$ cat config.mk
export PLATFORM = sky130hd
export DESIGN_NAME = rvCore
export DESIGN_NICKNAME = d
export VERILOG_FILES = /design/src/source/rvCorePkg.sv /design/src/source/alu.sv /design/src/source/immediateDecoder.sv /design/src/source/instructionSequencer.sv /design/src/source/loadStoreAligner.sv /design/src/source/programCounter.sv /design/src/source/registerBank.sv /design/src/source/rvCore.sv
export SDC_FILE = /design/constraint.sdc
export NUM_CORES = 2
export LEC_CHECK = 0
export BUFFER_PORTS_ARGS = -buffer_cell sky130_fd_sc_hd__buf_2
export CAP_MARGIN = 20
export CORE_MARGIN = 3
export CORE_UTILIZATION = 29
export DETAILED_ROUTE_END_ITERATION = 10
export PLACE_DENSITY = 0.4
export SETUP_SLACK_MARGIN = 0.05
export SYNTH_ARGS = -nofsm -noshare
export SYNTH_HDL_FRONTEND = slang
export SYNTH_SLANG_ARGS = --single-unit
$ cat constraint.sdc
create_clock -name clk -period 9.9 [get_ports clk]
set_input_delay 0 -clock clk [delete_from_list [all_inputs] [get_ports clk]]
set_output_delay 0 -clock clk [all_outputs]
set_load 0.01 [all_outputs]
$ cat src/source/rvCorePkg.sv
`default_nettype none

package rvCorePkg;

  // Data and address width
  localparam int xlen = 32;

  // RV32I major opcodes
  localparam logic [6:0] opLoad   = 7'b0000011;
  localparam logic [6:0] opStore  = 7'b0100011;
  localparam logic [6:0] opBranch = 7'b1100011;
  localparam logic [6:0] opJal    = 7'b1101111;
  localparam logic [6:0] opJalr   = 7'b1100111;
  localparam logic [6:0] opOpImm  = 7'b0010011;
  localparam logic [6:0] opOp     = 7'b0110011;
  localparam logic [6:0] opLui    = 7'b0110111;
  localparam logic [6:0] opAuipc  = 7'b0010111;

  typedef enum logic [3:0] {
    aluAdd,
    aluSub,
    aluOr,
    aluXor,
    aluAnd,
    aluLesserThanUnsigned,
    aluLesserThanSigned,
    aluShiftRightUnsigned,
    aluShiftRightSigned,
    aluShiftLeft,
    aluGreaterEqualUnsigned,
    aluGreaterEqualSigned,
    aluEqual,
    aluNotEqual
  } aluOp;

  // Sequencer states
  typedef enum logic [2:0] {
    fetch,
    decode,
    execute0,
    execute1,
    execute2,
    execute3
  } seqState;

  // Register number, widen for a 32 entry bank
  typedef logic [3:0] regIndex;

endpackage

`default_nettype wire
$ cat src/source/alu.sv
`timescale 1ns/100ps
`default_nettype none

module alu import rvCorePkg::*; (
  input  aluOp            operation,
  input  logic [xlen-1:0] x,
  input  logic [xlen-1:0] y,
  output logic [xlen-1:0] result
);

  localparam int shiftBits = $clog2(xlen);

  logic [shiftBits-1:0] shiftAmount;
  logic                 flag;

  assign shiftAmount = y[shiftBits-1:0];

  // Compare outcome, only used by the compare operations
  always_comb
  begin
    case (operation)
      aluLesserThanUnsigned:   flag = x < y;
      aluLesserThanSigned:     flag = $signed(x) < $signed(y);
      aluGreaterEqualUnsigned: flag = x >= y;
      aluGreaterEqualSigned:   flag = $signed(x) >= $signed(y);
      aluEqual:                flag = x == y;
      aluNotEqual:             flag = x != y;
      default:                 flag = 1'b0;
    endcase
  end

  always_comb
  begin
    case (operation)
      aluAdd:                result = x + y;
      aluSub:                result = x - y;
      aluOr:                 result = x | y;
      aluXor:                result = x ^ y;
      aluAnd:                result = x & y;
      aluShiftRightUnsigned: result = x >> shiftAmount;
      aluShiftRightSigned:   result = $signed(x) >>> shiftAmount;
      aluShiftLeft:          result = x << shiftAmount;
      aluLesserThanUnsigned, aluLesserThanSigned, aluGreaterEqualUnsigned,
      aluGreaterEqualSigned, aluEqual, aluNotEqual:
        result = {{(xlen-1){1'b0}}, flag}; // 1 or 0 in bit 0
      default:               result = '0;
    endcase
  end

endmodule

`default_nettype wire

$ cat src/source/immediateDecoder.sv
`timescale 1ns/100ps
`default_nettype none

module immediateDecoder import rvCorePkg::*; (
  input  logic [xlen-1:0] instruction,
  output logic [xlen-1:0] imm
);

  logic [6:0]  opcode;
  logic [2:0]  funct3;
  logic [11:0] immI;
  logic [11:0] immS;
  logic [12:0] immB;
  logic [20:0] immJ;

  assign opcode = instruction[6:0];
  assign funct3 = instruction[14:12];
  assign immI   = instruction[31:20];
  assign immS   = {instruction[31:25], instruction[11:7]};
  assign immB   = {instruction[31], instruction[7], instruction[30:25], instruction[11:8], 1'b0};
  assign immJ   = {instruction[31], instruction[19:12], instruction[20], instruction[30:21], 1'b0};

  always_comb
  begin
    case (opcode)
      opOpImm:
      begin
        if (funct3 == 3'b001 || funct3 == 3'b101)
          imm = {{(xlen-12){1'b0}}, immI}; // Shift amount plus funct7 bits
        else
          imm = {{(xlen-12){immI[11]}}, immI};
      end
      opLoad, opJalr: imm = {{(xlen-12){immI[11]}}, immI};
      opStore:        imm = {{(xlen-12){immS[11]}}, immS};
      opBranch:       imm = {{(xlen-13){immB[12]}}, immB};
      opLui, opAuipc: imm = {instruction[31:12], 12'b0};
      opJal:          imm = {{(xlen-21){immJ[20]}}, immJ};
      default:        imm = '0;
    endcase
  end

endmodule

`default_nettype wire

$ cat src/source/instructionSequencer.sv
`timescale 1ns/100ps
`default_nettype none

module instructionSequencer import rvCorePkg::*; (
  input  logic            clk,
  input  logic            reset,
  input  logic [xlen-1:0] dataIn,
  input  logic            busReady,
  input  logic [xlen-1:0] imm,
  input  logic [xlen-1:0] regOutA,
  input  logic [xlen-1:0] regOutB,
  input  logic [xlen-1:0] aluResult,
  input  logic [xlen-1:0] pcNext,
  input  logic [xlen-1:0] pcCurrent,
  input  logic [xlen-1:0] loadData,
  input  logic [xlen-1:0] mergedStoreData,
  output logic [xlen-1:0] address,
  output logic [xlen-1:0] dataOut,
  output logic            busValid,
  output logic            busInstr,
  output logic            busWriteEnable,
  output logic [xlen-1:0] instruction,
  output regIndex         regNumA,
  output regIndex         regNumB,
  output regIndex         writeRegNum,
  output logic [xlen-1:0] writeRegData,
  output logic            writeRegEnable,
  output logic            pcJump,
  output logic            pcJumpRelative,
  output logic [xlen-1:0] pcTarget,
  output logic            pcStep,
  output aluOp            aluOperation,
  output logic [xlen-1:0] aluX,
  output logic [xlen-1:0] aluY,
  output logic [1:0]      byteOffset,
  output logic [1:0]      transferSize,
  output logic            loadUnsigned
);

  seqState         state;
  logic [6:0]      opcode;
  logic [2:0]      funct3;
  logic            altFunct; // funct7 bit 5
  logic [xlen-1:0] jumpTarget;
  logic            branchTaken;

  assign opcode       = instruction[6:0];
  assign funct3       = instruction[14:12];
  assign altFunct     = instruction[30];
  assign regNumA      = instruction[18:15];
  assign regNumB      = instruction[23:20];
  assign writeRegNum  = instruction[10:7];
  assign transferSize = funct3[1:0];
  assign loadUnsigned = funct3[2];

  assign jumpTarget  = {aluResult[xlen-1:1], 1'b0};
  assign branchTaken = (opcode == opBranch) && aluResult[0];

  // PC steps on the edge that completes the fetch
  assign pcStep         = (state == fetch) && busValid && busReady;
  assign pcJump         = (state == execute1) &&
                          (opcode == opJal || opcode == opJalr || branchTaken);
  assign pcJumpRelative = (opcode == opBranch);
  assign pcTarget       = pcJumpRelative ? imm : jumpTarget;

  always_ff @(posedge clk)
  begin
    logic fetchNext;
    fetchNext = 1'b0;
    if (reset)
    begin
      state          <= fetch;
      busValid       <= 1'b0;
      busInstr       <= 1'b0;
      busWriteEnable <= 1'b0;
      writeRegEnable <= 1'b0;
    end
    else
    begin
      writeRegEnable <= 1'b0; // Single cycle write pulse
      case (state)
        fetch:
        begin
          if (!busValid)
            fetchNext = 1'b1; // First fetch after reset
          else if (busReady)
          begin
            busValid <= 1'b0;
            busInstr <= 1'b0;
            state    <= decode;
          end
        end
        decode:
        begin
          instruction <= dataIn;
          state       <= execute0;
        end
        execute0:
        begin
          state <= execute1;
          case (opcode)
            opOp, opOpImm:
            begin
              aluX <= regOutA;
              aluY <= (opcode == opOp) ? regOutB : imm;
              case (funct3)
                3'd0:    aluOperation <= (opcode == opOp && altFunct) ? aluSub : aluAdd;
                3'd1:    aluOperation <= aluShiftLeft;
                3'd2:    aluOperation <= aluLesserThanSigned;
                3'd3:    aluOperation <= aluLesserThanUnsigned;
                3'd4:    aluOperation <= aluXor;
                3'd5:    aluOperation <= altFunct ? aluShiftRightSigned : aluShiftRightUnsigned;
                3'd6:    aluOperation <= aluOr;
                default: aluOperation <= aluAnd;
              endcase
            end
            opBranch:
            begin
              aluX <= regOutA;
              aluY <= regOutB;
              case (funct3)
                3'd1:    aluOperation <= aluNotEqual;
                3'd4:    aluOperation <= aluLesserThanSigned;
                3'd5:    aluOperation <= aluGreaterEqualSigned;
                3'd6:    aluOperation <= aluLesserThanUnsigned;
                3'd7:    aluOperation <= aluGreaterEqualUnsigned;
                default: aluOperation <= aluEqual;
              endcase
            end
            opAuipc, opJal:
            begin
              aluX         <= pcCurrent; // Instruction address
              aluY         <= imm;
              aluOperation <= aluAdd;
            end
            opJalr, opLoad, opStore:
            begin
              aluX         <= regOutA;
              aluY         <= imm;
              aluOperation <= aluAdd;
            end
            opLui:
            begin
              writeRegData   <= imm;
              writeRegEnable <= 1'b1;
              fetchNext = 1'b1;
            end
            default: fetchNext = 1'b1; // Unknown opcode is skipped
          endcase
        end
        execute1:
        begin
          case (opcode)
            opOp, opOpImm, opAuipc:
            begin
              writeRegData   <= aluResult;
              writeRegEnable <= 1'b1;
              fetchNext = 1'b1;
            end
            opJal, opJalr:
            begin
              writeRegData   <= pcNext; // Instruction address plus 4
              writeRegEnable <= 1'b1;
              address        <= jumpTarget;
              busValid       <= 1'b1;
              busInstr       <= 1'b1;
              state          <= fetch;
            end
            opBranch:
            begin
              if (aluResult[0])
                state <= execute2;
              else
                fetchNext = 1'b1;
            end
            opLoad, opStore:
            begin
              if (!busValid)
              begin
                address    <= {aluResult[xlen-1:2], 2'b00};
                byteOffset <= aluResult[1:0];
                busValid   <= 1'b1;
              end
              else if (busReady)
              begin
                busValid <= 1'b0;
                state    <= execute2;
              end
            end
            default: fetchNext = 1'b1;
          endcase
        end
        execute2:
        begin
          case (opcode)
            opLoad:
            begin
              writeRegData   <= loadData;
              writeRegEnable <= 1'b1;
              fetchNext = 1'b1;
            end
            opStore:
            begin
              // Old word is on dataIn only in the first cycle here
              if (!busValid)
              begin
                dataOut        <= mergedStoreData;
                busWriteEnable <= 1'b1;
                busValid       <= 1'b1;
              end
              else if (busReady)
              begin
                busValid       <= 1'b0;
                busWriteEnable <= 1'b0;
                state          <= execute3;
              end
            end
            default: state <= execute3; // Taken branch, PC settles
          endcase
        end
        execute3: fetchNext = 1'b1;
        default:  fetchNext = 1'b1;
      endcase
      if (fetchNext)
      begin
        address  <= pcNext;
        busValid <= 1'b1;
        busInstr <= 1'b1;
        state    <= fetch;
      end
    end
  end

endmodule

`default_nettype wire

$ cat src/source/loadStoreAligner.sv
`timescale 1ns/100ps
`default_nettype none

module loadStoreAligner import rvCorePkg::*; (
  input  logic [xlen-1:0] word,
  input  logic [xlen-1:0] storeValue,
  input  logic [1:0]      byteOffset,
  input  logic [1:0]      transferSize,
  input  logic            loadUnsigned,
  output logic [xlen-1:0] loadData,
  output logic [xlen-1:0] mergedStoreData
);

  localparam int laneCount = xlen / 8;

  logic [xlen-1:0]      laneShift;
  logic [xlen-1:0]      loadLane;
  logic [xlen-1:0]      storeLane;
  logic [laneCount-1:0] byteMask;

  assign laneShift = {{(xlen-5){1'b0}}, byteOffset, 3'b000};
  assign loadLane  = word >> laneShift;

  // Size 0 is a byte, 1 a half word, 2 a full word
  always_comb
  begin
    case (transferSize)
      2'd0:
        loadData = loadUnsigned ? {{(xlen-8){1'b0}}, loadLane[7:0]}
                                : {{(xlen-8){loadLane[7]}}, loadLane[7:0]};
      2'd1:
        loadData = loadUnsigned ? {{(xlen-16){1'b0}}, loadLane[15:0]}
                                : {{(xlen-16){loadLane[15]}}, loadLane[15:0]};
      default:
        loadData = word;
    endcase
  end

  always_comb
  begin
    case (transferSize)
      2'd0:    byteMask = laneCount'(4'b0001) << byteOffset;
      2'd1:    byteMask = laneCount'(4'b0011) << byteOffset;
      default: byteMask = '1;
    endcase
  end

  // Word stores ignore the offset
  assign storeLane = (transferSize == 2'd2) ? storeValue : storeValue << laneShift;

  always_comb
  begin
    for (int i = 0; i < laneCount; i++)
      mergedStoreData[8*i +: 8] = byteMask[i] ? storeLane[8*i +: 8] : word[8*i +: 8];
  end

endmodule

`default_nettype wire

$ cat src/source/programCounter.sv
`timescale 1ns/100ps
`default_nettype none

module programCounter import rvCorePkg::*; #(
  parameter logic [xlen-1:0] resetAddress = '0
) (
  input  logic            clk,
  input  logic            reset,
  input  logic            step,
  input  logic            jump,
  input  logic            jumpRelative,
  input  logic [xlen-1:0] target,
  output logic [xlen-1:0] next,
  output logic [xlen-1:0] current
);

  always_ff @(posedge clk)
  begin
    if (reset)
    begin
      next    <= resetAddress;
      current <= resetAddress;
    end
    else if (step)
    begin
      current <= next; // Address of the word just fetched
      next    <= next + 4;
    end
    else if (jump)
      next <= jumpRelative ? current + target : target;
  end

endmodule

`default_nettype wire

$ cat src/source/registerBank.sv
`timescale 1ns/100ps
`default_nettype none

module registerBank import rvCorePkg::*; #(
  parameter int registerCount = 16
) (
  input  logic            clk,
  input  logic            reset,
  input  regIndex         numA,
  input  regIndex         numB,
  input  regIndex         writeNum,
  input  logic [xlen-1:0] writeData,
  input  logic            writeEnable,
  output logic [xlen-1:0] outA,
  output logic [xlen-1:0] outB
);

  logic [xlen-1:0] regs [registerCount];

  always_ff @(posedge clk)
  begin
    if (reset)
    begin
      for (int i = 0; i < registerCount; i++)
        regs[i] <= '0;
    end
    else if (writeEnable && writeNum != '0) // x0 stays zero
      regs[writeNum] <= writeData;
  end

  assign outA = (numA == '0) ? '0 : regs[numA];
  assign outB = (numB == '0) ? '0 : regs[numB];

endmodule

`default_nettype wire

$ cat src/source/rvCore.sv
`timescale 1ns/100ps
`default_nettype none

module rvCore import rvCorePkg::*; #(
  parameter logic [xlen-1:0] resetAddress  = '0,
  parameter int              registerCount = 16
) (
  input  logic            clk,
  input  logic            reset,
  input  logic [xlen-1:0] dataIn,
  input  logic            busReady,
  output logic [xlen-1:0] address,
  output logic [xlen-1:0] dataOut,
  output logic            busValid,
  output logic            busInstr,
  output logic            busWriteEnable
);

  logic [xlen-1:0] instruction;
  logic [xlen-1:0] imm;
  logic [xlen-1:0] regOutA;
  logic [xlen-1:0] regOutB;
  regIndex         regNumA;
  regIndex         regNumB;
  regIndex         writeRegNum;
  logic [xlen-1:0] writeRegData;
  logic            writeRegEnable;
  logic [xlen-1:0] pcNext;
  logic [xlen-1:0] pcCurrent;
  logic [xlen-1:0] pcTarget;
  logic            pcStep;
  logic            pcJump;
  logic            pcJumpRelative;
  aluOp            aluOperation;
  logic [xlen-1:0] aluX;
  logic [xlen-1:0] aluY;
  logic [xlen-1:0] aluResult;
  logic [1:0]      byteOffset;
  logic [1:0]      transferSize;
  logic            loadUnsigned;
  logic [xlen-1:0] loadData;
  logic [xlen-1:0] mergedStoreData;

  instructionSequencer i_instructionSequencer (
    .clk, .reset, .dataIn, .busReady, .imm, .regOutA, .regOutB, .aluResult,
    .pcNext, .pcCurrent, .loadData, .mergedStoreData, .address, .dataOut,
    .busValid, .busInstr, .busWriteEnable, .instruction, .regNumA, .regNumB,
    .writeRegNum, .writeRegData, .writeRegEnable, .pcJump, .pcJumpRelative,
    .pcTarget, .pcStep, .aluOperation, .aluX, .aluY, .byteOffset, .transferSize,
    .loadUnsigned
  );

  immediateDecoder i_immediateDecoder (.instruction, .imm);

  alu i_alu (.operation(aluOperation), .x(aluX), .y(aluY), .result(aluResult));

  registerBank #(.registerCount(registerCount)) i_registerBank (
    .clk, .reset, .numA(regNumA), .numB(regNumB), .writeNum(writeRegNum),
    .writeData(writeRegData), .writeEnable(writeRegEnable), .outA(regOutA), .outB(regOutB)
  );

  programCounter #(.resetAddress(resetAddress)) i_programCounter (
    .clk, .reset, .step(pcStep), .jump(pcJump), .jumpRelative(pcJumpRelative),
    .target(pcTarget), .next(pcNext), .current(pcCurrent)
  );

  // Old memory word comes straight from the bus
  loadStoreAligner i_loadStoreAligner (
    .word(dataIn), .storeValue(regOutB), .byteOffset, .transferSize, .loadUnsigned,
    .loadData, .mergedStoreData
  );

endmodule

`default_nettype wire

* Yosys cells after proc, flatten, opt, wreduce, memory -nomap -nowiden
Memory sizes are Yosys's and may differ from the RTL's. A register that Yosys moved wholly into a read port is not among the register bits. Index checks and enable logic that the tools add are counted.
Operators by class: bitwise operators 5, eq/ne operators 56, $mul 0, mux-type cells 78, add/subtract/negate cells 4, shift operators 7, $lt $le $gt $ge 4, divide/modulo/power cells 0, reduce and logical (&&, ||, !) cells 51
Operator list (number):
- 32-bit 2-to-1 mux | 17
- 32-bit case mux with 9 select lines | 1
- 32-bit case mux with 2 select lines | 4
- 32-bit case mux with 3 select lines | 2
- 32-bit case mux with 6 select lines | 1
- 32-bit adder | 2
- 32-bit greater-or-equal comparator | 2
- 32-bit less-than comparator | 2
- 32-bit by 5-bit << shifter with 32-bit output | 2
- 32-bit by 3-bit adder with 32-bit output (second input constant) | 1
- 32-bit bitwise AND | 1
- 32-bit == test | 1
- 8-bit 2-to-1 mux | 4
- 32-bit inequality test | 1
- 32-bit OR | 1
- 32-bit OR reduction | 1
- 32-bit by 5-bit >> shifter with 16-bit output | 1
- 32-bit by 5-bit >> shifter with 32-bit output | 1
- 32-bit by 5-bit >>> shifter with 32-bit output | 1
- 32-bit subtractor | 1
- 32-bit XOR | 1
- 4-bit case mux with 7 select lines | 1
- 4-bit == test (second input constant) | 6
- 1-bit 2-to-1 mux | 24
- 54 further kinds | 126
Storage, ports and cells: output and inout bits 67, latch bits 0, memories 1, bits in writable memories 512, memory bits (read-only) 0, register bits 269, word-level logic and storage cells 221, input bits 35
Memory list:
- i_registerBank.regs | depth 16, width 32, read ports 2, clocked after Yosys merged registers in 2, wr ports 16, line registerBank.sv:18 | logic [xlen-1:0] regs [registerCount];

* Depth between registers and ports, before layout
depth after elaboration 9, depth in mapped cells 27, mapped depth without buffers 24

* Modules after synthesis
From an unflattened synthesis, not the netlist that was laid out.
Second synthesis, totals: cells, all modules 4621, area, all modules 50825.0 µm²
By module, submodules not included:
- registerBank | instances 1, seq. area each 14443.9 µm², cells an instance 1778, area each 25572.0 µm²
- instructionSequencer | instances 1, seq. area each 6085.8 µm², cells an instance 596, area each 9246.4 µm²
- alu | instances 1, seq. area each 0.0 µm², cells an instance 1253, area each 8694.6 µm²
- programCounter | instances 1, seq. area each 1281.2 µm², cells an instance 621, area each 4999.8 µm²
- loadStoreAligner | instances 1, seq. area each 0.0 µm², cells an instance 291, area each 1742.9 µm²
- immediateDecoder | instances 1, seq. area each 0.0 µm², cells an instance 82, area each 569.3 µm²

* Least setup slack after synthesis
Ideal clock, no wire load.
path type register -> register, from reg i_instructionSequencer.aluY[2], to reg i_programCounter.next[30], library setup time 0.130 ns, arrival 6.338 ns, path buffers 3, cell stages (with the launch flop) 25, clock period less this slack 6.469 ns, required time 9.770 ns, setup slack 3.431 ns, path through edfxtp_1 > inv_1 > buf_1 > buf_1 > clkbuf_1 > ha_1 > nor2b_1 > o31a_1 > o41a_1 > a21o_1 > a22o_1 > mux2_2 > a2111oi_0 > nand2_1 > o21a_1 > ha_1 > o211ai_1 > a21oi_1 > nand3_1 > a31oi_1 > a22o_1 > o31a_1 > mux2_2 > a2111oi_0 > nor3_1
Between the ends: word-level cells in the longest chain between the ends 7, elaborated cells on any way between the ends 25, those cells by class 3 x add/sub; 4 x order compare; 2 x eq/ne; 3 x shift; 6 x mux; 3 x bitwise; 4 x reduce/logical
Ends and longest elaborated chain:
- from (decl) | line instructionSequencer.sv:34 | output logic [xlen-1:0] aluY,
- from (signal assigned) | line instructionSequencer.sv:105 | aluY <= (opcode == opOp) ? regOutB : imm;
- from (signal assigned) | line instructionSequencer.sv:120 | aluY <= regOutB;
- from (signal assigned) | line instructionSequencer.sv:133 | aluY <= imm;
- 32-bit subtractor (tied with other cells) | line alu.sv:36 | aluSub: result = x - y;
- 32-bit case mux with 9 select lines * | line alu.sv:34 | case (operation)
- 32-bit 2-to-1 mux / 32-bit case mux with 9 select lines (equally long branches) | line instructionSequencer.sv:64, alu.sv:34
- 32-bit adder / 1-bit logical AND (equally long branches) | line programCounter.sv:30, instructionSequencer.sv:57
- 32-bit 2-to-1 mux / 1-bit logical OR (equally long branches) | line programCounter.sv:30, instructionSequencer.sv:62
- 32-bit 2-to-1 mux / 1-bit logical AND (equally long branches) | line programCounter.sv:29, instructionSequencer.sv:61
- 32-bit 2-to-1 mux / 2-bit nonzero test (equally long branches)
- to (signal assigned) | line programCounter.sv:21 | next <= resetAddress;
- to (signal assigned) | line programCounter.sv:27 | next <= next + 4;
- to (signal assigned) | line programCounter.sv:30 | next <= jumpRelative ? current + target : target;
- to (decl) | line programCounter.sv:13 | output logic [xlen-1:0] next,
Mark *: on every way between the ends. The rest lies on a longest branch, timed or not. The select of a mux whose other input is x is not followed. A chain may end at the register's enable or synchronous reset.

* Final worst setup path
from reg i_instructionSequencer.aluY[0], to reg i_programCounter.next[30]
Between the ends: word-level cells in the longest chain between the ends 7, elaborated cells on any way between the ends 25, those cells by class 3 x add/sub; 4 x order compare; 2 x eq/ne; 3 x shift; 6 x mux; 3 x bitwise; 4 x reduce/logical
Ends and longest elaborated chain (line):
- 32-bit subtractor (tied with other cells) | alu.sv:36
- 32-bit case mux with 9 select lines * | alu.sv:34
- 32-bit 2-to-1 mux / 32-bit case mux with 9 select lines (equally long branches) | instructionSequencer.sv:64, alu.sv:34
- 32-bit adder / 1-bit logical AND (equally long branches) | programCounter.sv:30, instructionSequencer.sv:57
- 32-bit 2-to-1 mux / 1-bit logical OR (equally long branches) | programCounter.sv:30, instructionSequencer.sv:62
- 32-bit 2-to-1 mux / 1-bit logical AND (equally long branches) | programCounter.sv:29, instructionSequencer.sv:61
- 32-bit 2-to-1 mux / 2-bit nonzero test (equally long branches)
Marks and branches as above.

==> results.yml <==
run_status:
  outcome: "completed"
sta:
  tightest_slew_ps: 1130
  fin_tns_setup_ps: 0
  layout_setup_ws_ps: 2960
  finalCritPeriodShare_pct: 70.1
  rsz0062_at_grt: "no"
  setup_viol: 0
  timing.fmax_mhz: 144
  max-slew-margin-rel_pct: 23.6
  timing.final.hold_violations: 0
  drv_slew: 0
  finalClockSkew_ps: 53.8
  period_minus_slack_ps: 6940
global_routing:
  grt_pass1_wl_um: 325000
  antenna_found_initial: 24
  grt_pass1_vias: 39080
  grt_max_degree: 112
  grt_usage_pct: 24.9
  grt.overflow.total: 0
die:
  die_area_sq_um: 183000
  die_y_um: 428
  initial_core_util_pct: 29.2
  io_pins: 102
  die_w_um: 428
  coreArea_sq_um: 176000
  rows: 154
final_layout:
  final_area_sq_um: 58400
  drive_gt1_share_pct: 19.0
  num-nets-final: 4760
  final_common_cell: "edfxtp_1"
  syn_to_final_growth_pct: 13.1
  layout_common_cells: "710 x edfxtp_1, 499 x and2_1, 373 x mux4_2, 371 x nand2_1, 310 x nor2_1"
clocking:
  cts.sinks: 789
  cts-root-buf: "clkbuf_16"
  htreeDepth: 3
  clk_path_buf_depth: 3
  cts.clk_slew.worst_paths_ps: 60
  postCtsSetupBuffers: 0
  cts_tree: "done"
  ctsHoldBuffers: 35
  clk_latency_ps: 740
  cts-resized-gates: 0
  cts_buffers: 95
setup_path:
  crit_type: "flop to flop"
  worst_ep_arrival_time_ps: 7530
  cp_cell_sequence: "buf_4 > ha_1 > fa_1 > nor2_1 > o311a_1 > o211a_1 > nor3_2 > o221ai_1 > a21oi_1 > a21oi_1 > ha_1 > and3_1 > nand3_1 > or3_1 > a31oi_1 > a22o_1 > o31a_1 > mux2_2 > a2111oi_0 > nor3_1"
  crit_slowest_cell: "nor3_2"
  start_kind: "flop"
  critPathLaunch: "i_instructionSequencer.aluY[0]"
  cp.required_ps: 10490
  slowest_delay_ps: 790
  path_delay_family: "compound AO/OA/AOI/OAI gates"
  endpoint_kind: "flop"
  r2r_start: "i_instructionSequencer.aluY[0]"
  crit_buf_inv: 1
  path_max_fanout: 49
power_and_ir_drop:
  power_density_nw_per_um2: 143
  p_total_mw: 8.33
  cellLeakagePower_nw: 20.8
  peakVddDrop_v: 0.000124
synth:
  synth.distinct_cells: 98
  synthTopCellsByArea: "edfxtp_1 41%, mux4_2 16%, and2_1 6.1%"
  ys.flop_type: "edfxtp_1"
  synth_area_leader_cell: "edfxtp_1"
  netlist_instances: 4587
  synth_area_sq_um: 51600
  yosysWarnings: 0
  ys_seq_area_share_pct: 44.4
  ys_async_sr_fraction_pct: 0
  avgSynthCellArea_sq_um: 11.3
  synthDominantCellAreaShare_pct: 41.3
  synth_edf_count: 710
  synth_seq_cells: 789
worst_hold_path:
  min_path_type: "primary input to flop"
  min_from: "dataIn[13]"
run:
  drv_cap: 0
detailed_routing:
  vias_per_cell: 5.75
  post_drt_wl_per_cell_um: 33.2
  drc: 0
  postRouteAntennaNets: 0
  vias: 40322
  drt_pass1_iterations: 6
  wl_um: 233000
  drtIter0Drc: 4896
place:
  placedInstanceArea_sq_um: 55000
  io_buffers: 101
  place.gp.congestion: 0.950
  dpl.hpwl_um: 156000
  place_ws_ps: 2760
==> cells by family after synthesis <==
group | synth area share, %
simple gates | 15.0
compound gates | 12.9
flops | 44.4
buf+inv | 4.18
mux | 19.8
fa+ha+maj | 3.24
xor+xnor | 0.577
other cells | 0.00726
==> final cells by class <==
class / count / area, sq um
sequential: 789 / 22900
clock buffer: 119 / 2470
antenna: 9 / 22.5
inverter: 162 / 608
tap: 2340 / 2930
clock inverter: 54 / 553
multi-input combinational: 3285 / 27000
fill: 17813 / 118000
timing repair buffer: 260 / 1830
==> through the flow <==
| step | instances | utilization, % | hold slack (ps) |
|---|---|---|---|
| 4_1_cts | 7007 | 33.1 | 75.9 |
| 2_1_floorplan | 4619 | - | 98.9 |
| 3_5_place_dp | 6799 | 31.1 | 326 |
| 6_report | 7018 | 33.1 | 110 |
| 3_3_place_gp | 6799 | 31.1 | 318 |
| 5_1_grt | 7009 | 33.1 | 103 |
==> synthesized netlist by cell type, drive strengths merged (27+ instances only) <==
master	number
edfxtp	710
and2	502
mux4	375
nand2	373
nor2	326
clkbuf	290
a21oi	265
o21ai	246
inv	160
ha	129
mux2i	105
buf	93
dfxtp	79
nor3	70
mux2	61
nand3	58
o221ai	53
a211oi	51
o211ai	43
o22ai	38
a31oi	32
nor2b	32
nand2b	31
a22oi	28
o31ai	27
==> per-layer routing <==
layer,GRT usage (%),part of all wire [%],up-vias,wire [um]
met4,10.0,4.6,8,10700
met1,32.8,42,20779,97200
li1,-,-,17420,-
met3,3.44,5.9,357,13800
met5,0,0.024,-,55
met2,41.1,48,1758,112000
==> registers in the layout (all words and copies together), names as in the netlist, 2 cells and up, named ones only <==
name                                 count
i_instructionSequencer.instruction      32
i_instructionSequencer.address          32
i_instructionSequencer.writeRegData     32
i_instructionSequencer.aluX             32
i_instructionSequencer.aluY             32
i_instructionSequencer.dataOut          32
i_registerBank.regs                    512
i_instructionSequencer.aluOperation      4
i_instructionSequencer.byteOffset        2
i_programCounter.next                   32
i_programCounter.current                32
i_instructionSequencer.state             3
==> path summary, 6_finish.rpt <==
path                                                  to  cells past startpoint  slack (ps)
setup / recovery               i_programCounter.next[30]                     20        2960
hold / removal    i_instructionSequencer.instruction[13]                      2         110
hold reg to reg              i_programCounter.current[3]                      2         480
setup reg to reg               i_programCounter.next[30]                     20        2960
==> where the power goes <==
group | switching [mW] | internal [mW] | total (mW)
Combinational | 0.593 | 0.369 | 0.962
Sequential | 0.107 | 3.75 | 3.86
Clock | 1.56 | 1.94 | 3.51
No activity file was read; power rests on OpenSTA's default activity.
